==> src/hw/fb_defs.svh <==
`ifndef FB_DEFS_SVH
`define FB_DEFS_SVH

// horizontal timing, in pixel columns
`define FB_H_VISIBLE 640
`define FB_H_FRONT   656
`define FB_H_SYNC    752
`define FB_H_TOTAL   800

// vertical timing, in lines
`define FB_V_VISIBLE 480
`define FB_V_FRONT   490
`define FB_V_SYNC    492
`define FB_V_TOTAL   525

// external sram
`define FB_ADDR_W 20
`define FB_DATA_W 16

// pixel fifo, power of two
`define FB_FIFO_DEPTH 16

// register map
`define FB_REG_CTRL   2'd0
`define FB_REG_STATUS 2'd1
`define FB_REG_COUNT  2'd2

`endif
==> src/hw/fb_pkg.sv <==
package fb_pkg;

    // one pixel, 24 bits
    typedef struct packed {
        logic [7:0] red;
        logic [7:0] green;
        logic [7:0] blue;
    } color_t;

    // pixel_id is row * 640 + col
    typedef struct packed {
        logic [18:0] pixel_id;
        color_t      color;
    } pixel_entry_t;

    // control register layout
    typedef struct packed {
        logic [30:0] reserved;
        logic        pattern_en;
    } ctrl_reg_t;

endpackage : fb_pkg

==> src/hw/fb_writer.sv <==
`include "fb_defs.svh"

module fb_writer (
    input  logic                  clk,
    input  logic                  rst,
    input  logic                  fifo_empty,
    input  fb_pkg::pixel_entry_t  fifo_data,
    output logic                  fifo_pop,
    input  logic                  sram_re_b,
    output logic                  sram_we_b,
    output logic [`FB_ADDR_W-1:0] writer_addr,
    output logic [`FB_DATA_W-1:0] writer_data,
    output logic                  writer_ub,
    output logic                  writer_lb,
    output logic                  pixel_done
);

    import fb_pkg::*;

    localparam int ADDR_W = `FB_ADDR_W;

    logic              first_write;
    logic              odd_pixel;
    logic [18:0]       pid;
    color_t            pix_color;
    logic [ADDR_W-1:0] base_addr;

    assign pid       = fifo_data.pixel_id;
    assign pix_color = fifo_data.color;
    assign odd_pixel = pid[0];

    // pixel p starts at byte 3p
    assign base_addr   = ADDR_W'(pid) + ADDR_W'(pid >> 1);
    assign writer_addr = first_write ? base_addr : base_addr + 1'b1;

    // write in any slot the reader leaves free
    assign sram_we_b = ~(sram_re_b & ~fifo_empty);
    assign fifo_pop  = ~first_write & ~sram_we_b;

    // even pixels fill a whole word first, odd ones finish on a whole word
    assign writer_ub = ~odd_pixel | ~first_write;
    assign writer_lb = odd_pixel | first_write;

    always_comb begin
        case ({first_write, odd_pixel})
            2'b10:   writer_data = {pix_color.red, pix_color.green};
            2'b00:   writer_data = {pix_color.blue, 8'h00};
            2'b11:   writer_data = {8'h00, pix_color.red};
            default: writer_data = {pix_color.green, pix_color.blue};
        endcase
    end

    always_ff @(posedge clk) begin
        if (rst) begin
            first_write <= 1'b1;
            pixel_done  <= 1'b0;
        end else begin
            if (!sram_we_b) begin
                first_write <= ~first_write;
            end
            pixel_done <= fifo_pop;
        end
    end

    // head entry must not move between the two halves of a pixel
    a_head_held : assert property (@(posedge clk) disable iff (rst)
        (!sram_we_b && first_write) |=> $stable(fifo_data));

endmodule : fb_writer

==> config.mk <==
export PLATFORM = sky130hd
export DESIGN_NAME = fb_writer
export DESIGN_NICKNAME = d
export VERILOG_FILES = /design/src/hw/fb_pkg.sv /design/src/hw/fb_writer.sv
export VERILOG_INCLUDE_DIRS = /design/src /design/src/hw
export SDC_FILE = /design/constraint.sdc
export NUM_CORES = 1
export LEC_CHECK = 0
export BUFFER_PORTS_ARGS = -buffer_cell sky130_fd_sc_hd__buf_2
export CORE_AREA = 2 2 63 65
export CTS_CLUSTER_DIAMETER = 40
export CTS_CLUSTER_SIZE = 12
export DETAILED_ROUTE_END_ITERATION = 8
export DIE_AREA = 0 0 65 67
export GPL_TIMING_DRIVEN = 0
export PLACE_DENSITY = 0.84
export SYNTH_ARGS = -nofsm -noshare
export SYNTH_HDL_FRONTEND = slang
export SYNTH_SLANG_ARGS = --single-unit
==> constraint.sdc <==
create_clock -name clk -period 4.16 [get_ports clk]
set_input_delay 0.416 -clock clk [delete_from_list [all_inputs] [get_ports clk]]
set_output_delay 0.416 -clock clk [all_outputs]
set_load 0.01 [all_outputs]
Word-level counts from Yosys, hierarchy flattened
Index checks and enable logic that the tools add are counted.
{ "word_totals": {"register_bits": 2, "out_inout_bits": 41, "word_cells": 17} }
{ "classes": {"addsub": 2, "eq_ne": 2, "mux": 2, "bitwise": 8, "reduce_logical": 1} }
{ "ops": {"columns": ["op", "count"], "rows": [
  ["one-hot mux 16 bit (3 select lines)", 1],
  ["adder 19 x 18 -> 20 bit", 1],
  ["adder 20 x 1 -> 20 bit (second input constant)", 1],
  ["2-to-1 mux 20 bit", 1],
  ["== test 2 bit (second input constant)", 2],
  ["NOT 1 bit", 4],
  ["bitwise AND 1 bit", 2],
  ["zero test 2 bit", 1],
  ["OR 1 bit", 2]
]} }

Logic depth before layout (Yosys ltp)
{ "logic_depth": {"depth_word": 3, "depth_mapped": 11, "mapped_depth_nobuf": 11} }

Worst setup path after synthesis
No wires, ideal clock.
{ "synth_timing": {"path_kind": "input-to-output", "start": "input port fifo_data[24] in the netlist's numbering", "end": "output port writer_addr[19]", "arrival_time_ns": 2.973, "slack_ns": 0.771, "path_stages": 11, "n_path_buf": 0, "path_cell_list": "ha_1 -> fa_1 -> a211oi_1 -> o21ai_1 -> a21oi_1 -> o21ai_1 -> a31oi_1 -> xor2_1 -> or3_4 -> nor4b_4 -> xnor2_1"} }
{ "synth_via": {"elab_chain_len": 3} }
{ "synth_lines": {"columns": ["element", "line_no", "source"], "rows": [
  ["start, declared", "fb_writer.sv:7", "input fb_pkg::pixel_entry_t fifo_data,"],
  ["adder 19 x 18 -> 20 bit (*)", "fb_writer.sv:33", "assign base_addr = ADDR_W'(pid) + ADDR_W'(pid >> 1);"],
  ["adder 20 x 1 -> 20 bit", "fb_writer.sv:34", "assign writer_addr = first_write ? base_addr : base_addr + 1'b1;"],
  ["2-to-1 mux 20 bit (*)", "fb_writer.sv:34", null],
  ["end, declared", "fb_writer.sv:11", "output logic [`FB_ADDR_W-1:0] writer_addr,"]
]} }
Mark *: on every way between the ends. The rest lies on a longest branch, timed or not.

Worst setup path in the final report
{ "layout_timing": {"start": "input port fifo_data[25] in the netlist's numbering", "end": "output port writer_addr[19]"} }
Same word-level chain as after synthesis.

==> results.txt <==
Part of the cycle the worst path needs -> 94.1%
Crit path arrival time -> 3.50 ns
Setup Viol. Count Final -> 0
Hold path cells -> 2
Share of layout cells above drive strength 1 -> 35.1%
Critical path class -> in -> out
CTS root buf -> clkbuf_8
Routed vias -> 1,926
RSZ-0062 raised after global routing -> no
Fin Setup TNS -> 0 ns
Netlist Area Pre-Place -> 0.00162 mm²
Sw frac -> 47.7%
Grt total ovfl -> 0
Area growth syn-to-layout -> 33.2%
Crit path max fanout -> 3
Critical Path End Type -> output pin
Cells on worst reg2reg path -> 3
Core area -> 0.00361 mm²
Internal Power -> 247 µW
Die height -> 67 µm
CTS tree -> done
Commonest cells after routing, fill and taps aside -> 87 x buf_2, 26 x nand2_1, 24 x xnor2_1, 21 x ha_1
Via count of the first global-routing pass -> 1,714
CP cell instances -> buf_2 -> ha_1 -> fa_1 -> a211oi_1 -> o21ai_1 -> a21oi_1 -> o21ai_1 -> a31oi_1 -> xor2_1 -> or3_4 -> nor4b_4 -> xnor2_1 -> buf_2
Post_cts resized -> 0
Startpoint types -> input pin
Pwr Density -> 219 mW/mm²
Initial detailed-routing violation count -> 101
CP Depth -> 13
Final total power -> 472 µW
DRC errors left -> 0
CP max stage cell -> fa_1
Achievable Freq -> 0.256 GHz
Clk_lat worst skew -> 0.22 ns
IO Pins -> 88
Design Area, Final -> 0.00216 mm²
Maxcap violations -> 0
Final ANT Viol Nets -> 0
Critical path buffers and inverters -> 2
Register bit total from synthesis -> 2
IO Port Bufs -> 87
Wire per inst -> 12.2 µm
Initial antenna violation count -> 0
EDFF count, synth -> 0
CTS Sinks -> 2
Post-CTS Hold Fix Bufs -> 0
CTS buffer count -> 3
Final Skew -> 0.00322 ns
First-pass GRT wire length -> 7.00 mm
Synthesized area per cell -> 7.53 µm²
Area after DPL -> 0.00211 mm²
Clock slew at reported path FFs -> 0.03 ns
Pins Over Slew Limit -> 0
Static Leak -> 1.07 nW
Dpl ws -> 0.261 ns
Status -> finished, final reports clean
Cells after synthesis -> 215
Fin crit period -> 3.91 ns
Final setup margin -> 0.246 ns
GP Congestion -> 0.801
Switch Pwr -> 225 µW
Fin. Hold Viols -> 0
Maximum vdd drop -> 0.0000974 V
Worst endpoint required time -> 3.74 ns
Clock Tree Buf Depth -> 2
Setup bufs post-CTS -> 0
Vias/cell -> 5.46
Delay of the slowest critical-path stage -> 0.45 ns
H-tree levels -> 1
Yosys cell types -> 39
Die area -> 0.00436 mm²
Yosys Warn Count -> 0
Worst hold margin -> 0.373 ns
Synthesized netlist net count -> 284
Largest net degree at the start of global routing -> 11
Initial Util -> 44.9%
Combinational Power Share -> 78.9%
Post-DP HPWL -> 3.69 mm
Nets -> 376
Relative slew slack -> 56.4%
Asr flop ratio synth -> 0%
Die W -> 65 µm
Register area share after synthesis -> 2.47%
Clock power share -> 16.8%
Crit path max-delay family -> compound AO/OA/AOI/OAI gates
DR pass1 iterations -> 4
Flop pwr share -> 4.3%
Leading cell type in the layout, fill and taps excluded -> buf_2
HP Class -> in -> reg
FP Rows -> 22
Gr usage total -> 19.5%
Antenna diodes -> 0
Routed WL -> 4.32 mm
Most used DFF post-synth -> dfxtp_1
Worst Max-Slew Pin Slew -> 0.655 ns
power groups by stage:
| stage | combinational [mW] | sequential [mW] | clock, mW |
|---|---|---|---|
| 2_1_floorplan | 0.253 | 0.0207 | 0 |
| 3_3_place_gp | 0.364 | 0.0206 | 0 |
| 4_1_cts | 0.373 | 0.0204 | 0.0811 |
| 6_report | 0.373 | 0.0204 | 0.0792 |
| 3_5_place_dp | 0.372 | 0.0206 | 0 |
| 5_1_grt | 0.411 | 0.0205 | 0.0812 |
path summary, 6_finish.rpt:
path,startpoint,to,slack [ns]
worst max-delay path,fifo_data[25],writer_addr[19],0.25
worst min-delay path,rst,pixel_done,0.37
worst max register to register,first_write,first_write,2.89
worst min register to register,first_write,first_write,0.79
per-stage QoR:
stage,util (%),cells
3_3_place_gp,58.6,350
4_1_cts,59.8,353
3_5_place_dp,58.6,350
6_report,59.8,353
2_1_floorplan,-,215
5_1_grt,59.8,353
cell usage after synthesis, types with 3 or more instances:
cell type / n / area [µm²]
nor3_1: 6 / 30.0
clkbuf_1: 5 / 18.8
mux2i_1: 8 / 80.1
o21ai_1: 3 / 15.0
xor2_1: 10 / 87.6
a211oi_1: 3 / 22.5
inv_1: 3 / 11.3
xnor2_1: 24 / 210
nand2_1: 26 / 97.6
nor2_1: 12 / 45.0
buf_1: 3 / 11.3
a21o_1: 7 / 52.6
ha_1: 21 / 263
a31oi_1: 6 / 37.5
nand4_1: 4 / 25.0
o21ai_0: 13 / 65.1
nor2b_1: 5 / 31.3
a21oi_1: 13 / 65.1
mux2_2: 9 / 101
o21a_1: 3 / 22.5
a22o_1: 9 / 78.8
layer usage:
layer  part of all wire (%)  wire (µm)  track usage [%]
met1                     43       1860             22.1
met2                     48       2090             38.3
met3                    7.3        317             1.69
met4                    1.2         53             5.32
met5                      0          0                0
layout make-up:
type / instances / area (µm²)
Buffer: 8 / 30.0
Clock buffer: 3 / 41.3
Fill cell: 332 / 1450
Inverter: 3 / 11.3
Multi-Input combinational cell: 202 / 1540
Sequential cell: 2 / 40.0
Tap cell: 48 / 60.1
Timing Repair Buffer: 87 / 435
cells by family after synthesis:
family	after synthesis	synth area share, %
compound gates	64	26.6
flops	2	2.47
mux	17	11.2
fa+ha+maj	22	17.5
xor+xnor	35	19.4
simple gates	64	20.3
buf+inv	11	2.55
sequential cells by signal, indices dropped and copies added (netlist names):
| name | flops |
|---|---|
| first_write | 1 |
| pixel_done | 1 |
Note: power is estimated with default switching activity, not from simulation.
