`config.mk`:
```
export PLATFORM = sky130hd
export DESIGN_NAME = fb_ctrl_regs
export DESIGN_NICKNAME = d
export VERILOG_FILES = /design/src/hw/fb_pkg.sv /design/src/hw/fb_ctrl_regs.sv
export VERILOG_INCLUDE_DIRS = /design/src /design/src/hw
export SDC_FILE = /design/constraint.sdc
export NUM_CORES = 1
export LEC_CHECK = 0
export ABC_AREA = 1
export BUFFER_PORTS_ARGS = -buffer_cell sky130_fd_sc_hd__clkbuf_2
export CELL_PAD_IN_SITES_DETAIL_PLACEMENT = 0
export CELL_PAD_IN_SITES_GLOBAL_PLACEMENT = 2
export CORE_ASPECT_RATIO = 1.2
export CORE_MARGIN = 10
export CORE_UTILIZATION = 26
export DETAILED_ROUTE_END_ITERATION = 10
export PLACE_DENSITY = 0.82
export REMOVE_ABC_BUFFERS = 1
export SYNTH_ARGS = -nofsm -noshare
export SYNTH_HDL_FRONTEND = slang
export SYNTH_SLANG_ARGS = --single-unit
```
`constraint.sdc`:
```
create_clock -name clk -period 1.9 [get_ports clk]
set_input_delay 0 -clock clk [delete_from_list [all_inputs] [get_ports clk]]
set_output_delay 0 -clock clk [all_outputs]
set_load 0.02 [all_outputs]
```
`src/hw/fb_defs.svh`:
```
`ifndef FB_DEFS_SVH
`define FB_DEFS_SVH

// horizontal timing, in pixel columns
`define FB_H_VISIBLE 640
`define FB_H_FRONT   656
`define FB_H_SYNC    752
`define FB_H_TOTAL   800

// vertical timing, in lines
`define FB_V_VISIBLE 480
`define FB_V_FRONT   490
`define FB_V_SYNC    492
`define FB_V_TOTAL   525

// external sram
`define FB_ADDR_W 20
`define FB_DATA_W 16

// pixel fifo, power of two
`define FB_FIFO_DEPTH 16

// register map
`define FB_REG_CTRL   2'd0
`define FB_REG_STATUS 2'd1
`define FB_REG_COUNT  2'd2

`endif
```
`src/hw/fb_pkg.sv`:
```
package fb_pkg;

    // one pixel, 24 bits
    typedef struct packed {
        logic [7:0] red;
        logic [7:0] green;
        logic [7:0] blue;
    } color_t;

    // pixel_id is row * 640 + col
    typedef struct packed {
        logic [18:0] pixel_id;
        color_t      color;
    } pixel_entry_t;

    // control register layout
    typedef struct packed {
        logic [30:0] reserved;
        logic        pattern_en;
    } ctrl_reg_t;

endpackage : fb_pkg

```
`src/hw/fb_ctrl_regs.sv`:
```
`include "fb_defs.svh"

module fb_ctrl_regs (
    input  logic        clk,
    input  logic        rst,
    input  logic        cfg_we,
    input  logic [1:0]  cfg_addr,
    input  logic [31:0] cfg_wdata,
    output logic [31:0] cfg_rdata,
    input  logic        overflow,
    input  logic        pixel_done,
    output logic        pattern_en
);

    import fb_pkg::*;

    ctrl_reg_t   ctrl;
    logic        ovf_flag;
    logic [31:0] pix_count;

    assign pattern_en = ctrl.pattern_en;

    always_ff @(posedge clk) begin
        if (rst) begin
            ctrl      <= '0;
            ovf_flag  <= 1'b0;
            pix_count <= '0;
        end else begin
            if (cfg_we && (cfg_addr == `FB_REG_CTRL)) begin
                ctrl <= '{reserved: '0, pattern_en: cfg_wdata[0]};
            end
            // a new overflow wins over a clear
            if (overflow) begin
                ovf_flag <= 1'b1;
            end else if (cfg_we && (cfg_addr == `FB_REG_STATUS) && cfg_wdata[0]) begin
                ovf_flag <= 1'b0;
            end
            if (pixel_done) begin
                pix_count <= pix_count + 32'd1;
            end
        end
    end

    always_comb begin
        case (cfg_addr)
            `FB_REG_CTRL:   cfg_rdata = ctrl;
            `FB_REG_STATUS: cfg_rdata = {31'd0, ovf_flag};
            `FB_REG_COUNT:  cfg_rdata = pix_count;
            default:        cfg_rdata = '0;
        endcase
    end

endmodule : fb_ctrl_regs

```
== Word level (Yosys, flattened, before mapping) ==
Index checks and enable logic that the tools add are counted.

* Logic and storage cells: 14
* Memories kept: 0
* Bits of input ports: 39
* Memory bits (read-only): 0
* Memory bits (writable): 0
* Flip-flop bits (word level): 34
* Bits in latches: 0

* Div/mod/pow operators: 0
* Order comparisons: 0
* Bitwise logic cells: 0
* Add/sub/neg operators: 1
* Multiply operators: 0
* Reductions and logical operators: 5
* Shifts and indexed selects: 0
* Equal/unequal tests: 2
* Multiplexer cells: 3

{| class="wikitable"
|+ Operators with widths
! kind !! count
|-
| $pmux 32 s3 || 1
|-
| $add 32x1->32 const B || 1
|-
| $logic_and 1x1->1 || 3
|-
| $eq 2x1->1 const B || 1
|-
| $eq 2x2->1 const B || 1
|-
| $logic_not 2->1 || 1
|-
| $mux 1 || 2
|-
| $reduce_bool 2->1 || 1
|}

== Depth between registers and ports, before layout ==
* Word-level depth: 5
* Mapped depth: 10
* Depth with buffers taken out: 10

== Worst setup path before layout ==
No wires, ideal clock.

* Kind: register to register
* Start: register pix_count[0]
* End: register pix_count[20]
* Slack: 0.583 ns
* Period minus slack after synthesis: 1.317 ns
* Buffers on the path: 0
* Cell stages (with the launch flop): 9
* Data arrival time: 1.207 ns
* Cell sequence: dfxtp_1 -> ha_1 -> nand2_4 -> nor2_8 -> nand2_4 -> nor3_2 -> nand2_1 -> nand2_1 -> nor2_1

* Word-level cells in the longest chain between the ends: 1

{| class="wikitable"
|+ Ends and longest elaborated chain
! item !! line !! source
|-
| start: declaration || fb_ctrl_regs.sv:19 || <nowiki>logic [31:0] pix_count;</nowiki>
|-
| start signal: assignment || fb_ctrl_regs.sv:39 || <nowiki>pix_count <= pix_count + 32'd1;</nowiki>
|-
| $add 32x1->32 || fb_ctrl_regs.sv:39 ||
|}

Every way passes these cells.
A chain may end at the register's enable or synchronous reset.

== Final worst setup path ==
* Start: register pix_count[0]
* End: register pix_count[26]

Same word-level chain as after synthesis.

==> summary.md <==
| Metric | Value |
|---|---|
| Initial antenna violation count | 0 |
| Io pins | 72 |
| H-tree depth | 2 |
| FILL cells | 919 |
| Clock transition at the registers of the reported paths | 80 ps |
| Clk pwr share | 45.9% |
| Flops & latches, synth | 34 |
| Worst hold path startpoint | cfg_wdata[0] |
| Post-synthesis mux area share | 0% |
| NumNets Final | 431 |
| Worst skew pair latency | 290 ps |
| Distinct cells, synth | 27 |
| Initial core utilization | 26.9% |
| DR WL/cell | 12.0 um |
| Switching Share | 23.5% |
| Final setup violation count | 0 |
| Placed instance count | 496 |
| Synth Area in Adders | 0.571% |
| Largest net degree at the start of global routing | 27 |
| Area Growth Syn to Fin | 20.8% |
| Routability Congestion | 0.771 |
| Worst setup EP type | register |
| CP max FO | 6 |
| Post-synthesis sequential area ratio | 31.1% |
| Total congestion overflow | 0 |
| Largest area contributor in the netlist | dfxtp_1 |
| Fin. Hold Viols | 0 |
| Worst path required time | 2130 ps |
| Worst R2R Setup Slack | 400 ps |
| Total GRT Usage | 9.94% |
| Die Y | 121 um |
| Simple-gate portion of the synthesized area | 48.1% |
| Row cnt | 36 |
| CP Data Arrival Time | 1720 ps |
| Pre-CTS setup slack | 387 ps |
| Compound-Gate Fraction of Synth Area | 7.31% |
| Layout cells sized above 1 | 21.2% |
| Status | completed |
| Hold_buf cts | 2 |
| Yosys top cell area share | 31.1% |
| Post-Synth XOR/XNOR Area | 0.800% |
| CP Class | register to register |
| Syn avg cell area | 6.31 um^2 |
| I/O Buffers | 40 |
| Highest Clock Rate | 668 MHz |
| Min Tclk post-route | 1500 ps |
| Vias/cell | 4.28 |
| R2R depth | 7 |
| Final wirelength | 6.06 mm |
| Post-Synthesis Cells | 347 |
| Sequential share of power | 48.7% |
| DRC errors left | 0 |
| WHS Path Cells | 3 |
| 1st-iter DRT viols | 82 |
| P_sw | 0.350 mW |
| Ys Warns | 0 |
| Mapped Area | 2190 um^2 |
| Post-CTS setup buffers | 0 |
| RSZ-0062 raised after global routing | false |
| Detail Route Antenna Nets | 0 |
| Initial DRT Pass Iterations | 4 |
| Die Area | 12500 um^2 |
| Pwr/cell area | 562 nW/um^2 |
| Clk buf depth | 2 |
| HP Class | input port to register |
| Hold slack | 6.10 ps |
| CTS tree | yes |
| Placement Cell Area | 2520 um^2 |
| Clk root buf | clkbuf_8 |
| Largest family of logic cells by synthesized area | simple AND/OR/NAND/NOR gates |
| Worst-margin pin slew | 568 ps |
| Worst VDD drop | 0.000239 V |
| CTS resizes | 0 |
| Largest cells by area after synthesis | dfxtp_1, nor2_1, inv_1 |
| CTS Sinks | 34 |
| Final instance area | 2650 um^2 |
| Global-route wire length before repair | 10.4 mm |
| Hpwl dp | 4.81 mm |
| DR vias | 2166 |
| Worst R2R Start | pix_count[0]$_SDFFE_PP0P_ |
| Clk_skew | 8.56 ps |
| Reg-to-Reg End | pix_count[26]$_SDFFE_PP0P_ |
| Final design utilization | 32.5% |
| P_int | 1.14 mW |
| Rel. slew slack | 62.1% |
| Cts bufs inserted | 5 |
| Startpoint types | register |
| Setup_tns | 0 ps |
| Fin cells | 506 |
| Final WS setup | 404 ps |
| Chip Width | 104 um |
| Vias in the first global route | 2169 |
| ANT cells | 0 |
| Slew Limit Fails | 0 |
| Comb power frac | 5.4% |
| Hold Path End | pattern_en$_SDFFE_PP0P_ |
| CORE AREA | 8150 um^2 |
| Final worst path period share | 78.7% |
| Leakage dissipation | 1.17 nW |
| Final total power | 1.49 mW |
| Max Cap Viol | 0 |
[synthesized netlist by cell type]
master / count
buf_2: 2
nand4_1: 12
nor3_2: 3
buf_4: 1
clkbuf_1: 3
buf_1: 1
dfxtp_1: 34
inv_1: 60
nand2_1: 54
a21oi_1: 17
nor2_2: 5
ha_1: 1
o211ai_1: 1
nand3_1: 23
nand3_2: 2
nor2_4: 7
o21a_1: 1
inv_2: 2
and3_1: 1
nor2_1: 83
nand3b_1: 1
nor3_1: 4
nand2_2: 6
o21ai_0: 12
nor2_8: 2
nand2_4: 7
xor2_1: 2
[per-layer routing]
| metal | global-route usage, % | vias up | routed length (um) |
|---|---|---|---|
| met5 | 0 | - | 0 |
| met4 | 3.66 | 0 | 95 |
| met3 | 1.70 | 6 | 197 |
| met2 | 18.1 | 38 | 2890 |
| met1 | 11.4 | 961 | 2880 |
| li1 | - | 1161 | - |
[how the worst max path moves through the flow]
stage,from,to,slack [ps],cells after the start
finish,pix_count[0]$_SDFFE_PP0P_,pix_count[26]$_SDFFE_PP0P_,400,7
global route,pix_count[0]$_SDFFE_PP0P_,pix_count[26]$_SDFFE_PP0P_,220,7
CTS,pix_count[0]$_SDFFE_PP0P_,pix_count[26]$_SDFFE_PP0P_,360,7
detailed placement,pix_count[0]$_SDFFE_PP0P_,pix_count[26]$_SDFFE_PP0P_,390,7
global placement,pix_count[0]$_SDFFE_PP0P_,pix_count[26]$_SDFFE_PP0P_,430,7
floorplan,pix_count[0]$_SDFFE_PP0P_,pix_count[20]$_SDFFE_PP0P_,570,8
[registers in the layout, indices dropped and copies added, names as in the netlist]
register and flops:
pix_count 32, ovf_flag 1, pattern_en 1
[cell usage in the layout (no fill, tap or decap), drive strengths merged]
cell type     n
and3          1
clkinvlp      1
o211ai        1
a21oi        17
nand2        67
bufinv        1
clkbuf       46
ha            1
nor2         97
o21ai        12
inv          62
o21a          1
dlygate4sd3   2
nand3b        1
nor3          7
buf           2
xor2          2
nand4        12
nand3        25
dfxtp        34
[cell type report]
cell class	instances	area [um^2]	share of cell area [%]
well taps	114	143	5.39
inverters	62	233	8.79
repair buffers	44	235	8.89
flip-flops and latches	34	681	25.7
clock inverters	2	37.5	1.42
multi-input cells	244	1240	47.0
clock buffers	6	72.6	2.74
[power groups by stage]
stage                     Sequential (mW)  Clock (mW)  Combinational, mW
final                               0.724       0.683             0.0803
after global routing                0.725       0.730             0.0931
after CTS                           0.724       0.701             0.0822
after detailed placement            0.741           0             0.0790
after global placement              0.740           0             0.0779
after floorplan                     0.741           0             0.0428
[cell families after synthesis]
logic type / after synthesis
buf+inv: 69
simple gates: 210
compound gates: 31
fa+ha+maj: 1
flops: 34
xor+xnor: 2
[worst max-delay path: stages, from the launching register on]
cell,delay [ps]
dfxtp_1,410
ha_1,230
nand2_4,90
nor2_8,160
nand3b_1,140
nor2_1,200
a21oi_1,90
nor2_1,100
No activity file was read; power rests on OpenSTA's default activity.
