$ cat src/hw/fb_defs.svh
`ifndef FB_DEFS_SVH
`define FB_DEFS_SVH

// horizontal timing, in pixel columns
`define FB_H_VISIBLE 640
`define FB_H_FRONT   656
`define FB_H_SYNC    752
`define FB_H_TOTAL   800

// vertical timing, in lines
`define FB_V_VISIBLE 480
`define FB_V_FRONT   490
`define FB_V_SYNC    492
`define FB_V_TOTAL   525

// external sram
`define FB_ADDR_W 20
`define FB_DATA_W 16

// pixel fifo, power of two
`define FB_FIFO_DEPTH 16

// register map
`define FB_REG_CTRL   2'd0
`define FB_REG_STATUS 2'd1
`define FB_REG_COUNT  2'd2

`endif
$ cat src/hw/fb_pkg.sv
package fb_pkg;

    // one pixel, 24 bits
    typedef struct packed {
        logic [7:0] red;
        logic [7:0] green;
        logic [7:0] blue;
    } color_t;

    // pixel_id is row * 640 + col
    typedef struct packed {
        logic [18:0] pixel_id;
        color_t      color;
    } pixel_entry_t;

    // control register layout
    typedef struct packed {
        logic [30:0] reserved;
        logic        pattern_en;
    } ctrl_reg_t;

endpackage : fb_pkg

$ cat src/hw/pixel_fifo.sv
`include "fb_defs.svh"

module pixel_fifo (
    input  logic                 clk,
    input  logic                 rst,
    input  logic                 push,
    input  fb_pkg::pixel_entry_t din,
    input  logic                 pop,
    output fb_pkg::pixel_entry_t dout,
    output logic                 empty,
    output logic                 full,
    output logic                 overflow
);

    import fb_pkg::*;

    localparam int DEPTH = `FB_FIFO_DEPTH;
    localparam int PTR_W = $clog2(DEPTH);

    pixel_entry_t     mem [DEPTH];
    logic [PTR_W-1:0] wr_ptr;
    logic [PTR_W-1:0] rd_ptr;
    logic [PTR_W:0]   count;
    logic             do_push;
    logic             do_pop;

    assign do_push = push && !full;
    assign do_pop  = pop && !empty;

    assign empty = (count == '0);
    assign full  = (count == (PTR_W + 1)'(DEPTH));
    assign dout  = mem[rd_ptr];

    // storage has no reset
    always_ff @(posedge clk) begin
        if (do_push) begin
            mem[wr_ptr] <= din;
        end
    end

    always_ff @(posedge clk) begin
        if (rst) begin
            wr_ptr   <= '0;
            rd_ptr   <= '0;
            count    <= '0;
            overflow <= 1'b0;
        end else begin
            if (do_push) begin
                wr_ptr <= wr_ptr + 1'b1;
            end
            if (do_pop) begin
                rd_ptr <= rd_ptr + 1'b1;
            end
            count <= count + (PTR_W + 1)'(do_push) - (PTR_W + 1)'(do_pop);
            // push while full is lost
            overflow <= push && full;
        end
    end

    // the writer only pops a head it has seen
    a_no_pop_empty : assert property (@(posedge clk) disable iff (rst) pop |-> !empty);

endmodule : pixel_fifo

$ cat config.mk
export PLATFORM = sky130hd
export DESIGN_NAME = pixel_fifo
export DESIGN_NICKNAME = d
export VERILOG_FILES = /design/src/hw/fb_pkg.sv /design/src/hw/pixel_fifo.sv
export VERILOG_INCLUDE_DIRS = /design/src /design/src/hw
export SDC_FILE = /design/constraint.sdc
export NUM_CORES = 1
export LEC_CHECK = 0
export ABC_AREA = 1
export BUFFER_PORTS_ARGS = -buffer_cell sky130_fd_sc_hd__buf_2
export CAP_MARGIN = 30
export CELL_PAD_IN_SITES_DETAIL_PLACEMENT = 0
export CELL_PAD_IN_SITES_GLOBAL_PLACEMENT = 2
export CORE_ASPECT_RATIO = 2
export CORE_MARGIN = 4
export CORE_UTILIZATION = 41
export CTS_BUF_LIST = sky130_fd_sc_hd__clkbuf_8 sky130_fd_sc_hd__clkbuf_16
export DETAILED_ROUTE_END_ITERATION = 12
export GPL_TIMING_DRIVEN = 0
export PLACE_DENSITY = 0.86
export SLEW_MARGIN = 20
export SYNTH_ARGS = -nofsm -noshare
export SYNTH_HDL_FRONTEND = slang
export SYNTH_SLANG_ARGS = --single-unit
$ cat constraint.sdc
create_clock -name clk -period 3.9 [get_ports clk]
set_input_delay 0.39 -clock clk [delete_from_list [all_inputs] [get_ports clk]]
set_output_delay 0.39 -clock clk [all_outputs]
set_load 0.03 [all_outputs]
* Word level (Yosys, flattened, before mapping)
Memory sizes are Yosys's and may differ from the RTL's. A register that Yosys moved wholly into a read port is not among the register bits.
Index checks and enable logic that the tools add are counted.
** Storage, ports and cells
- Register bits after elaboration :: 14
- Bits in latches :: 0
- Memory bits (read-only) :: 0
- Memories :: 1
- Memory bits (writable) :: 688
- Input port bits :: 47
- Logic and storage cells :: 20
- Output and inout port bits :: 46
** Cells by class
- Reduce and logical (&&, ||, !) cells :: 6
- Eq/ne operators :: 1
- Order comparisons :: 0
- Bitwise operators :: 0
- Multipliers :: 0
- Shift-type cells :: 0
- Divide/modulo/power cells :: 0
- Add/subtract/negate cells :: 4
- Mux-type cells :: 4
** Memories
- mem :: words 16, bits a word 43, rd ports 1, clocked after memory_dff 1, write ports 1, line pixel_fifo.sv:20 : pixel_entry_t mem [DEPTH];
** Operators with widths (count)
- adder 4 x 1 -> 4 bit (second input constant) :: 2
- two-way mux 4 bit :: 2
- adder 5 x 1 -> 5 bit :: 1
- equality test 5 bit (second input constant) :: 1
- zero test 5 bit :: 1
- subtractor 5 x 1 -> 5 bit :: 1
- logical AND 1 bit :: 3
- zero test 1 bit :: 2
- two-way mux 1 bit :: 2

* Depth between registers and ports, before layout
- Depth in word-level cells :: 5
- Mapped depth :: 15

* Worst setup path after synthesis
No wires, ideal clock.
- Path kind :: flip-flop to flip-flop
- From :: register count[2]
- To :: memory mem[0][0] in the netlist's numbering, enable pin
- Required time :: 3457 ps
- Arrival time :: 2898 ps
- Cell stages (with the launch flop) :: 8
- Slack :: 558 ps
- Cells stage by stage :: dfxtp_1 -> inv_1 -> ha_1 -> nand4_1 -> nand2_1 -> inv_1 -> nand2_1 -> nor2_1
** On the way
- Longest elaborated chain between the ends :: 5
** RTL lines
- start: declaration :: line pixel_fifo.sv:23 : logic [PTR_W:0] count;
- start signal: assignment :: line pixel_fifo.sv:54 : count <= count + (PTR_W + 1)'(do_push) - (PTR_W + 1)'(do_pop);
- equality test 5 bit :: line pixel_fifo.sv:31 : assign full = (count == (PTR_W + 1)'(DEPTH));
- zero test 1 bit :: line pixel_fifo.sv:27 : assign do_push = push && !full;
- logical AND 1 bit :: line pixel_fifo.sv:27
- two-way mux 1 bit :: line pixel_fifo.sv:36 : if (do_push) begin
- two-way mux 1 bit (implied by the code) :: line pixel_fifo.sv:37 : mem[wr_ptr] <= din;
- end: declaration :: line pixel_fifo.sv:20
No other way between the ends.

==> results.sh <==
export IMPL_outcome="completed"
export IMPL_root_buffer="clkbuf_16"
export IMPL_ys_types=20
export IMPL_worstSetupPathType="register to output pin"
export IMPL_routed_wl_mm=96.7
export IMPL_grt_pass1_vias=21200
export IMPL_final_min_clock_period_ns=3.51
export IMPL_clk_pin_slew_ns=0.06
export IMPL_clk_path_buf_depth=3
export IMPL_hp_class="input port to register"
export IMPL_ir_drop_v=0.000422
export IMPL_report_final_slew_viol_count=0
export IMPL_die_w_um=200
export IMPL_num_vias=21100
export IMPL_antenna_found_initial=4
export IMPL_worstMarginPinSlew_ns=1.05
export IMPL_wl_per_cell_um=23.7
export IMPL_cts_htree_levels=2
export IMPL_crit_arrival_ns=3.12
export IMPL_grt_pass1_wl_mm=139
export IMPL_grt_max_degree=21
export IMPL_viasPerCell=5.18
export IMPL_ant_nets=0
export IMPL_postLayoutCellArea_um2=35000
export IMPL_ys_seq_elements=706
export IMPL_yosys_warnings=0
export IMPL_route_detailed_drc=0
export IMPL_postCtsResizedCells=0
export IMPL_max_slew_margin_rel=0.298
export IMPL_p_leak_nw=14.9
export IMPL_clk_latency_ns=0.63
export IMPL_fin_crit_sh=0.901
export IMPL_worst_slack_ns=0.385
export IMPL_cts_buffers_inserted=61
export IMPL_rsz0062_at_grt="no"
export IMPL_drt_iter0_drc=1848
export IMPL_cp_end_kind="output pin"
export IMPL_fp_row_count=140
export IMPL_numClockSinks=706
export IMPL_tritoncts="done"
export IMPL_grt_overflow_total=0
export IMPL_cp_start_kind="register"
export IMPL_skew_ns=0.0212
export IMPL_ios=93
export IMPL_syn2layout_area_growth_pct=15.7
export IMPL_syn_inst=2905
export IMPL_max_freq_mhz=285
export IMPL_hold_viol=0
export IMPL_cp_max_fo=10
export IMPL_post_dp_hpwl_mm=66.3
export IMPL_initial_utilization=0.414
export IMPL_cts_hold_buf=1
export IMPL_finalSetupViolations=0
export IMPL_postCtsSetupBuffers=0
export IMPL_dieArea_um2=78400
export IMPL_fin_util=0.479
export IMPL_gp_congestion=0.819
export IMPL_yosysTopAreaCellShare=0.683
export IMPL_io_buffer_count=92
export IMPL_yosysSeqAreaShare=0.695
export IMPL_drt_first_pass_iters=6
export IMPL_synth_area_leader_cell="edfxtp_1"
export IMPL_synth_area_leaders="edfxtp_1 68%, nand2_1 12%, nand3_1 8.6%"
export IMPL_layout_drive_gt1_share=0.105
export IMPL_p_total_mw=20.2
export IMPL_final_nets=3167
export IMPL_core_um2=73000
export IMPL_place_area_um2=33100
export IMPL_dp_worst_setup_slack_ns=0.981
export IMPL_timing_hold_ws_ns=0.0342
export IMPL_synthesis_area_um2=30200
export IMPL_cp_required_ns=3.51
export IMPL_syn_area_per_cell_um2=10.4
export IMPL_grt_use_total=0.245
export IMPL_maxCapViolCount=0
export IMPL_power_density_nw_per_um2=579
export IMPL_syn_num_nets=2964
export IMPL_die_y_um=392
==> sequential cells by signal, summed over array words and instances (netlist names), named ones only <==
register  flops
mem         688
count         5
rd_ptr        4
wr_ptr        4
overflow      1
==> per-layer routing <==
layer / wire length [um] / track usage / vias up
li1: - / - / 9770
met1: 34700 / 0.277 / 10300
met2: 50900 / 0.445 / 796
met3: 5220 / 0.0300 / 242
met4: 5900 / 0.127 / 6
met5: 31 / 0 / -
==> cell usage after synthesis <==
master	number
edfxtp_1	688
nor2_1	40
inv_1	537
inv_2	3
a21oi_1	3
xor2_1	3
ha_1	11
nand2_1	929
nand4_1	3
o21ai_0	4
buf_4	14
nand3_1	521
dfxtp_1	18
buf_2	75
buf_6	3
clkinv_1	2
clkbuf_1	28
fa_1	1
buf_1	21
and3_1	1
==> through the flow <==
stage | setup TNS (ns) | cells
after floorplan | 0 | 2905
after global placement | -1435.41 | 3920
after detailed placement | 0 | 3966
after CTS | 0 | 4079
after global routing | 0 | 4080
final | 0 | 4081
==> worst max-delay path, cell delays in order (launching register included) <==
cell and delay, ns:
dfxtp_1 0.34, inv_2 0.20, buf_2 0.37, clkbuf_1 0.83
nand2_1 0.12, nand3_1 0.10, nand3_1 0.09, nand2_1 0.21
buf_2 0.24
==> power breakdown <==
part	switching (mW)	internal (mW)
Combinational	4.22	1.51
Clock	2.74	3.10
Sequential	0.0789	8.59
Total	7.04	13.2
==> path summary, 6_finish.rpt <==
check	start	endpoint	slack, ns	cells after the start
setup / recovery	register	dout[26]	0.39	8
hold reg to reg	rd_ptr[2]$_SDFFE_PP0N_	register	0.53	2
hold / removal	push	overflow$_SDFF_PP0_	0.03	3
setup reg to reg	count[2]$_SDFF_PP0_	mem[13][3]$_DFFE_PP_	1.05	9
==> cells by family (layout without fill, tap and decap cells) <==
logic type               Yosys count  count (layout)  synth area share
AO/OA/AOI/OAI                      7               7           0.00116
XOR/XNOR                           3               3          0.000869
adder cells (fa/ha/maj)           12              12           0.00521
buffers and inverters            683             935            0.0904
flip-flops                       706             706             0.695
other                              0               1                 0
AND/OR/NAND/NOR                 1494            1494             0.207
==> cells in the final DEF, fill, tap and decap left out <==
cell	Yosys	routed
xor2_1	3	3
clkinvlp_4	0	1
o21ai_0	4	4
dlygate4sd3_1	0	1
edfxtp_1	688	688
clkbuf_1	28	26
inv_1	537	552
fa_1	1	1
inv_2	3	3
buf_4	14	14
and3_1	1	1
nand4_1	3	3
clkinv_4	0	1
a21oi_1	3	3
bufinv_16	0	3
diode_2	0	1
clkbuf_16	0	63
clkinv_2	0	12
buf_2	75	167
buf_12	0	9
clkbuf_2	0	2
buf_6	3	8
inv_6	0	1
buf_8	0	2
nand2_1	929	929
nand3_1	521	521
nor2_1	40	24
nor2_4	0	16
buf_16	0	31
clkinv_1	2	18
ha_1	11	11
dfxtp_1	18	18
buf_1	21	21
==> final cells by class <==
cell class	instances	area [um^2]
antenna	1	2.50
buffer	141	701
clock buffer	63	1580
clock inverter	49	292
fill	6502	38100
inverter	542	2030
multi-input combinational	1516	6610
sequential	706	21000
tap	923	1150
timing repair buffer	140	1590
Note: power is estimated with default switching activity, not from simulation.
