===== src/hw/fb_defs.svh =====
`ifndef FB_DEFS_SVH
`define FB_DEFS_SVH

// horizontal timing, in pixel columns
`define FB_H_VISIBLE 640
`define FB_H_FRONT   656
`define FB_H_SYNC    752
`define FB_H_TOTAL   800

// vertical timing, in lines
`define FB_V_VISIBLE 480
`define FB_V_FRONT   490
`define FB_V_SYNC    492
`define FB_V_TOTAL   525

// external sram
`define FB_ADDR_W 20
`define FB_DATA_W 16

// pixel fifo, power of two
`define FB_FIFO_DEPTH 16

// register map
`define FB_REG_CTRL   2'd0
`define FB_REG_STATUS 2'd1
`define FB_REG_COUNT  2'd2

`endif

===== src/hw/fb_pkg.sv =====
package fb_pkg;

    // one pixel, 24 bits
    typedef struct packed {
        logic [7:0] red;
        logic [7:0] green;
        logic [7:0] blue;
    } color_t;

    // pixel_id is row * 640 + col
    typedef struct packed {
        logic [18:0] pixel_id;
        color_t      color;
    } pixel_entry_t;

    // control register layout
    typedef struct packed {
        logic [30:0] reserved;
        logic        pattern_en;
    } ctrl_reg_t;

endpackage : fb_pkg


===== src/hw/fb_reader.sv =====
`include "fb_defs.svh"

module fb_reader (
    input  logic                  clk,
    input  logic                  rst,
    input  logic [9:0]            vga_row,
    input  logic [9:0]            vga_col,
    input  logic                  line_start,
    input  logic                  blank_in,
    input  logic                  pattern_en,
    output logic                  sram_re_b,
    output logic [`FB_ADDR_W-1:0] reader_addr,
    input  logic [`FB_DATA_W-1:0] reader_data,
    output logic                  blank,
    output fb_pkg::color_t        rgb
);

    import fb_pkg::*;

    localparam int ADDR_W      = `FB_ADDR_W;
    localparam int FRAME_WORDS = `FB_H_VISIBLE * `FB_V_VISIBLE * 3 / 2;

    logic                  active;
    logic                  frame_start;
    logic [3:0]            slot;
    logic                  read_slot;
    logic [`FB_DATA_W-1:0] a_q;
    logic [`FB_DATA_W-1:0] b_q;
    logic [`FB_DATA_W-1:0] c_q;
    color_t                pixel_q;
    color_t                stripe;
    color_t                stripe_d1;
    color_t                stripe_q;
    logic [1:0]            blank_pipe;

    // slot 0..2 read words a, b, c; slot 3 is left to the writer
    assign read_slot   = active && (slot[0] || slot[1] || slot[2]);
    assign sram_re_b   = ~read_slot;
    assign frame_start = line_start && (vga_row == 10'(`FB_V_TOTAL - 1));

    always_ff @(posedge clk) begin
        if (rst) begin
            active      <= 1'b0;
            slot        <= 4'b1000;
            reader_addr <= '0;
        end else begin
            if (line_start) begin
                active <= 1'b1;
            end else if (slot[3] && (vga_col == 10'(`FB_H_VISIBLE - 1))) begin
                active <= 1'b0;
            end
            // phase is realigned at every line
            if (line_start) begin
                slot <= 4'b0001;
            end else begin
                slot <= {slot[2:0], slot[3]};
            end
            if (frame_start) begin
                reader_addr <= '0;
            end else if (read_slot) begin
                reader_addr <= reader_addr + 1'b1;
            end
        end
    end

    // word registers and pixel register carry no reset
    always_ff @(posedge clk) begin
        if (active && slot[0]) begin
            a_q <= reader_data;
        end
        if (active && slot[1]) begin
            b_q <= reader_data;
        end
        if (active && slot[2]) begin
            c_q <= reader_data;
        end
        // first pixel after b lands, second after c
        if (slot[2]) begin
            pixel_q <= {a_q, b_q[15:8]};
        end else if (slot[0]) begin
            pixel_q <= {b_q[7:0], c_q};
        end
    end

    // column bits 8..6 light the msb of r, g, b
    always_comb begin
        stripe           = '0;
        stripe.red[7]    = vga_col[8];
        stripe.green[7]  = vga_col[7];
        stripe.blue[7]   = vga_col[6];
    end

    // two clocks of delay match the pixel register
    always_ff @(posedge clk) begin
        stripe_d1 <= stripe;
        stripe_q  <= stripe_d1;
    end

    always_ff @(posedge clk) begin
        if (rst) begin
            blank_pipe <= 2'b11;
        end else begin
            blank_pipe <= {blank_pipe[0], blank_in};
        end
    end

    assign blank = blank_pipe[1];
    assign rgb   = pattern_en ? stripe_q : pixel_q;

    a_addr_in_frame : assert property (@(posedge clk) disable iff (rst)
        !sram_re_b |-> (reader_addr < ADDR_W'(FRAME_WORDS)));

endmodule : fb_reader


===== config.mk =====
export PLATFORM = sky130hd
export DESIGN_NAME = fb_reader
export DESIGN_NICKNAME = d
export VERILOG_FILES = /design/src/hw/fb_pkg.sv /design/src/hw/fb_reader.sv
export VERILOG_INCLUDE_DIRS = /design/src /design/src/hw
export SDC_FILE = /design/constraint.sdc
export NUM_CORES = 1
export LEC_CHECK = 0
export ABC_AREA = 1
export BUFFER_PORTS_ARGS = -buffer_cell sky130_fd_sc_hd__buf_2
export CAP_MARGIN = 20
export CORE_MARGIN = 4
export CORE_UTILIZATION = 40
export DETAILED_ROUTE_END_ITERATION = 8
export GPL_ROUTABILITY_DRIVEN = 0
export GPL_TIMING_DRIVEN = 0
export MAX_ROUTING_LAYER = met4
export PLACE_DENSITY = 0.68
export SKIP_LAST_GASP = 1
export SYNTH_ARGS = -nofsm -noshare
export SYNTH_HDL_FRONTEND = slang
export SYNTH_SLANG_ARGS = --single-unit

===== constraint.sdc =====
create_clock -name clk -period 1.9 [get_ports clk]
set_input_delay 0.285 -clock clk [delete_from_list [all_inputs] [get_ports clk]]
set_output_delay 0.285 -clock clk [all_outputs]
set_load 0.01 [all_outputs]

=== After elaboration in Yosys (flattened, before gate mapping) ===
Cells that the tools add are included.
W data, S select, Z words.

* Flip-flop bits (word level): 105
* Input bits: 41
* Word-level logic and storage cells: 39

* Add/sub/neg operators: 1
* Equal/unequal tests: 2
* Mux-type cells: 6
* Bitwise operators: 1
* Reduce and logical (&&, ||, !) cells: 12

{| class="wikitable"
|+ Operator list
! operator !! number
|-
| $mux W24 || 3
|-
| $add A20 B1 Y20 const B || 1
|-
| $eq A10 B10 Y1 const B || 2
|-
| $logic_and A1 B1 Y1 || 6
|-
| $mux W4 || 1
|-
| $reduce_bool A2 Y1 || 2
|-
| $reduce_or A2 Y1 || 2
|-
| $logic_or A1 B1 Y1 || 2
|-
| $mux W1 || 2
|-
| $not A1 Y1 || 1
|}

=== Logic depth before layout (Yosys ltp) ===
* Depth in word-level cells: 4
* Mapped depth: 10

=== Least setup slack after synthesis ===
No wires, ideal clock.

* Path type: flip-flop to flip-flop
* From: register slot[2]
* To: register reader_addr[17]
* Library setup time: 0.064 ns
* Arrival time: 1.585 ns
* Data required time: 1.836 ns
* Slack: 0.251 ns
* Stages on the path, launching flop included: 10
* Clock period less this slack: 1.649 ns
* Path through: dfxtp_1 -> buf_4 -> inv_4 -> nand2_1 -> nand2_1 -> nand2_1 -> nand3_1 -> nor2_1 -> nor2_1 -> nor2_1

* Word-level cells in the longest chain between the ends: 2

{| class="wikitable"
|+ RTL lines
! what !! line !! source
|-
| start: declaration || fb_reader.sv:25 || <nowiki>logic [3:0] slot;</nowiki>
|-
| start signal: assignment || fb_reader.sv:56 || <nowiki>slot <= {slot[2:0], slot[3]};</nowiki>
|-
| $logic_or A1 B1 Y1 || fb_reader.sv:37 || <nowiki>assign read_slot = active && (slot[0] || slot[1] || slot[2]);</nowiki>
|-
| $logic_and A1 B1 Y1 || fb_reader.sv:37 ||
|-
| end signal: assignment || fb_reader.sv:61 || <nowiki>reader_addr <= reader_addr + 1'b1;</nowiki>
|-
| end: declaration || fb_reader.sv:12 || <nowiki>output logic [`FB_ADDR_W-1:0] reader_addr,</nowiki>
|}

No other way between the ends.
A chain may end at the register's enable or synchronous reset.

=== Worst setup path in the final report ===
* From: register slot[2]
* To: register c_q[4] (enable)

* Word-level cells in the longest chain between the ends: 1

{| class="wikitable"
|+ RTL lines
! what !! line !! source
|-
| $logic_and A1 B1 Y1 || fb_reader.sv:74 || <nowiki>if (active && slot[2]) begin</nowiki>
|-
| end signal: assignment || fb_reader.sv:75 || <nowiki>c_q <= reader_data;</nowiki>
|-
| end: declaration || fb_reader.sv:29 || <nowiki>logic [`FB_DATA_W-1:0] c_q;</nowiki>
|}

No other way between the ends.

==> out/metrics.csv <==
stage;metric;value;unit
clock_network;clock buffer depth;2;
floorplanning;Die W;111;µm
sta;min Tclk post-route;1770;ps
critical_path;CP endpoint kind;flip-flop;
synthesis;syn_nets;475;
sta;period utilization;93.3;%
floorplanning;die height;111;µm
clock_network;CTS buffer count;9;
global_route;gr ovfl total;0;
clock_network;latest clock arrival within the worst-skew pair;360;ps
floorplanning;Total Die Area;0.0123;mm²
critical_path;CP required;1930;ps
sta;Final Max Slew Viols;0;
sta;Worst Skew;16.3;ps
routing;Pre-antenna DRT Iters;5;
clock_network;CTS Sinks;105;
finish;layout cell share with drive strength beyond 1;22.2;%
synthesis;register area share after synthesis;66.6;%
clock_network;clk slew on worst S/H paths;100;ps
finish;final net count;572;
floorplanning;I/O pin total;87;
synthesis;ranking of synthesized cells by area;edfxtp_1 51%, dfxtp_1 16%, nand2_1 12%;
critical_path;FF-to-FF Start;slot[2];
sta;final number of setup-violating endpoints;0;
routing;Via Count;3035;
global_route;largest net degree at the start of global routing;26;
sta;Hold Vio Cnt, Final;0;
min_path;Hold Startpoint;vga_col[8];
synthesis;FFs w/ async S/R, synth;0;%
min_path;hold endpoint;stripe_d1[23];
routing;DR vias/cell;4.52;
critical_path;R2R setup slack;130;ps
critical_path;arrival time worst endpoint;1800;ps
critical_path;Setup crit start kind;flip-flop;
clock_network;Post-CTS Setup Inserts;0;
synthesis;dominant cell type by area after synthesis;edfxtp_1;
critical_path;critical path type;reg2reg;
clock_network;clock tree root buffer cell;clkbuf_8;
finish;most frequent cells in the layout;135 x nand2_1, 85 x buf_2, 72 x edfxtp_1;
sta;Fmax;0.564;GHz
finish;most common cell after layout, fill and taps aside;nand2_1;
global_route;gr usage total;13.8;%
flow_run;max cap viols;0;
synthesis;Mapped Area;0.00424;mm²
power;Final Power;4.11;mW
sta;Worst slew margin;54.8;%
clock_network;H-tree depth;3;
critical_path;CP max FO;16;
run_status;status;finished clean;
sta;RSZ-0062 raised after global routing;false;
synthesis;Post-Synthesis Cells;433;
critical_path;worst reg2reg path depth;4;
synthesis;Top FF cell, synth;edfxtp_1;
synthesis;number of synthesized flops with an enable pin;72;
place;post-place setup slack;-228;ps
critical_path;worst reg2reg endpoint;c_q[4];
floorplanning;core area;0.0103;mm²
power;PwrDens;813;mW/mm²
routing;1st-iter DRT viols;110;
min_path;Hold Path Class;in2reg;
power;leakage power;2.25;nW
power;VDD IR max;348;µV
finish;fin util;49.0;%
sta;final setup TNS;0;ps
global_route;vias in the first global route;2944;
place;port bufs;85;
synthesis;Post-Syn Area per Cell;9.79;µm²
routing;antenna viol nets, final;0;
min_path;Hold Path Depth;1;
synthesis;synthesis warning total;0;
floorplanning;initial core utilization;41.1;%
place;hpwl dp;5800;µm
synthesis;Netlist cell types;26;
global_route;global-route wire length before repair;13300;µm
sta;worst-margin pin slew;677;ps
synthesis;top-area cell type share of the netlist area;51.0;%
clock_network;CTS tree;built;
routing;WL final;8000;µm
finish;Layout Area Growth over Synthesis;19.3;%
routing;WL/cell;11.9;µm
global_route;initial antenna violation count;1;
synthesis;Seq cells post-synth;105;
sta;Setup WS post-layout;127;ps
floorplanning;num rows;37;
routing;# DRC;0;
## synthesized netlist by cell type, types with 3 or more instances
master    instances
dfxtp_1          33
a21oi_1           6
o21ai_0           4
nor3b_1           4
nand3_1          11
clkbuf_1          7
inv_1            59
edfxtp_1         72
nor3_1            6
nand2_1         136
mux2_2            3
nor2_1           65
nand4_1          10
## registers in the layout, indices dropped and copies added, names as in the netlist, 2 cells and up
| name | cells |
|---|---|
| a_q | 16 |
| b_q | 16 |
| blank_pipe | 2 |
| c_q | 16 |
| pixel_q | 24 |
| reader_addr | 20 |
| slot | 4 |
| stripe_d1 | 3 |
| stripe_q | 3 |
## routing by layer
layer | global-route usage [%] | routed length [µm] | vias up
met1 | 15.0 | 3280 | 1385
met2 | 23.5 | 4110 | 71
met5 | - | 0 | -
li1 | - | - | 1569
met4 | 5.34 | 132 | 0
met3 | 4.37 | 478 | 10
## critical path: stages, from the launching register on
cell and delay [ps]:
dfxtp_1 320, buf_4 160, clkbuf_1 460, nand2_1 180
clkinvlp_4 320
## how the worst max path moves through the flow
stage | startpoint | end | slack [ps]
final | slot[2] | c_q[4] | 130
after detailed placement | slot[2] | reader_addr[9] | -230
after global routing | slot[2] | c_q[4] | 30
after global placement | slot[2] | reader_addr[17] | -180
after CTS | slot[2] | reader_addr[9] | 90
after floorplan | slot[2] | reader_addr[17] | 250
## per-stage QoR
| step | hold slack [ps] | cell area [µm²] | std cells |
|---|---|---|---|
| after floorplan | 310 | 4240 | 433 |
| after global placement | 314 | 4830 | 654 |
| after detailed placement | 314 | 4830 | 654 |
| after CTS | 5.34 | 5040 | 670 |
| after global routing | 5.88 | 5060 | 672 |
| final | 31.5 | 5060 | 672 |
## where the power goes
group | leakage [nW] | switching [mW] | total [mW] | internal (mW)
Sequential | 0.936 | 0.0197 | 2.52 | 2.50
Combinational | 1.21 | 0.136 | 0.224 | 0.0879
Clock | 0.0962 | 0.751 | 1.37 | 0.618
Total | 2.25 | 0.907 | 4.11 | 3.20
## timing repair
item,4_1_cts,5_1_grt
resized for setup,2,1
setup endpoints to repair,22,4
hold endpoints to repair,0,1
hold buffers,0,1
## layout make-up
cell class,instances,area (µm²)
Multi-Input combinational cell,258,1140
Timing Repair Buffer,86,435
Clock inverter,7,76.3
Buffer,10,52.6
Tap cell,136,170
Antenna cell,1,2.50
Clock buffer,9,124
Inverter,60,231
Sequential cell,105,2820
Fill cell,935,5270
## kinds of logic (layout without fill, tap and decap cells)
kind of cell	count (synthesis)	in the layout	synth area share (%)
compound gates	10	10	1.18
xor+xnor	1	1	0.207
fa+ha+maj	1	1	0.295
buf+inv	70	172	6.61
flops	105	105	66.6
mux	3	3	0.797
other cells	0	1	0
simple gates	243	243	24.3
Note: power is estimated with default switching activity, not from simulation.
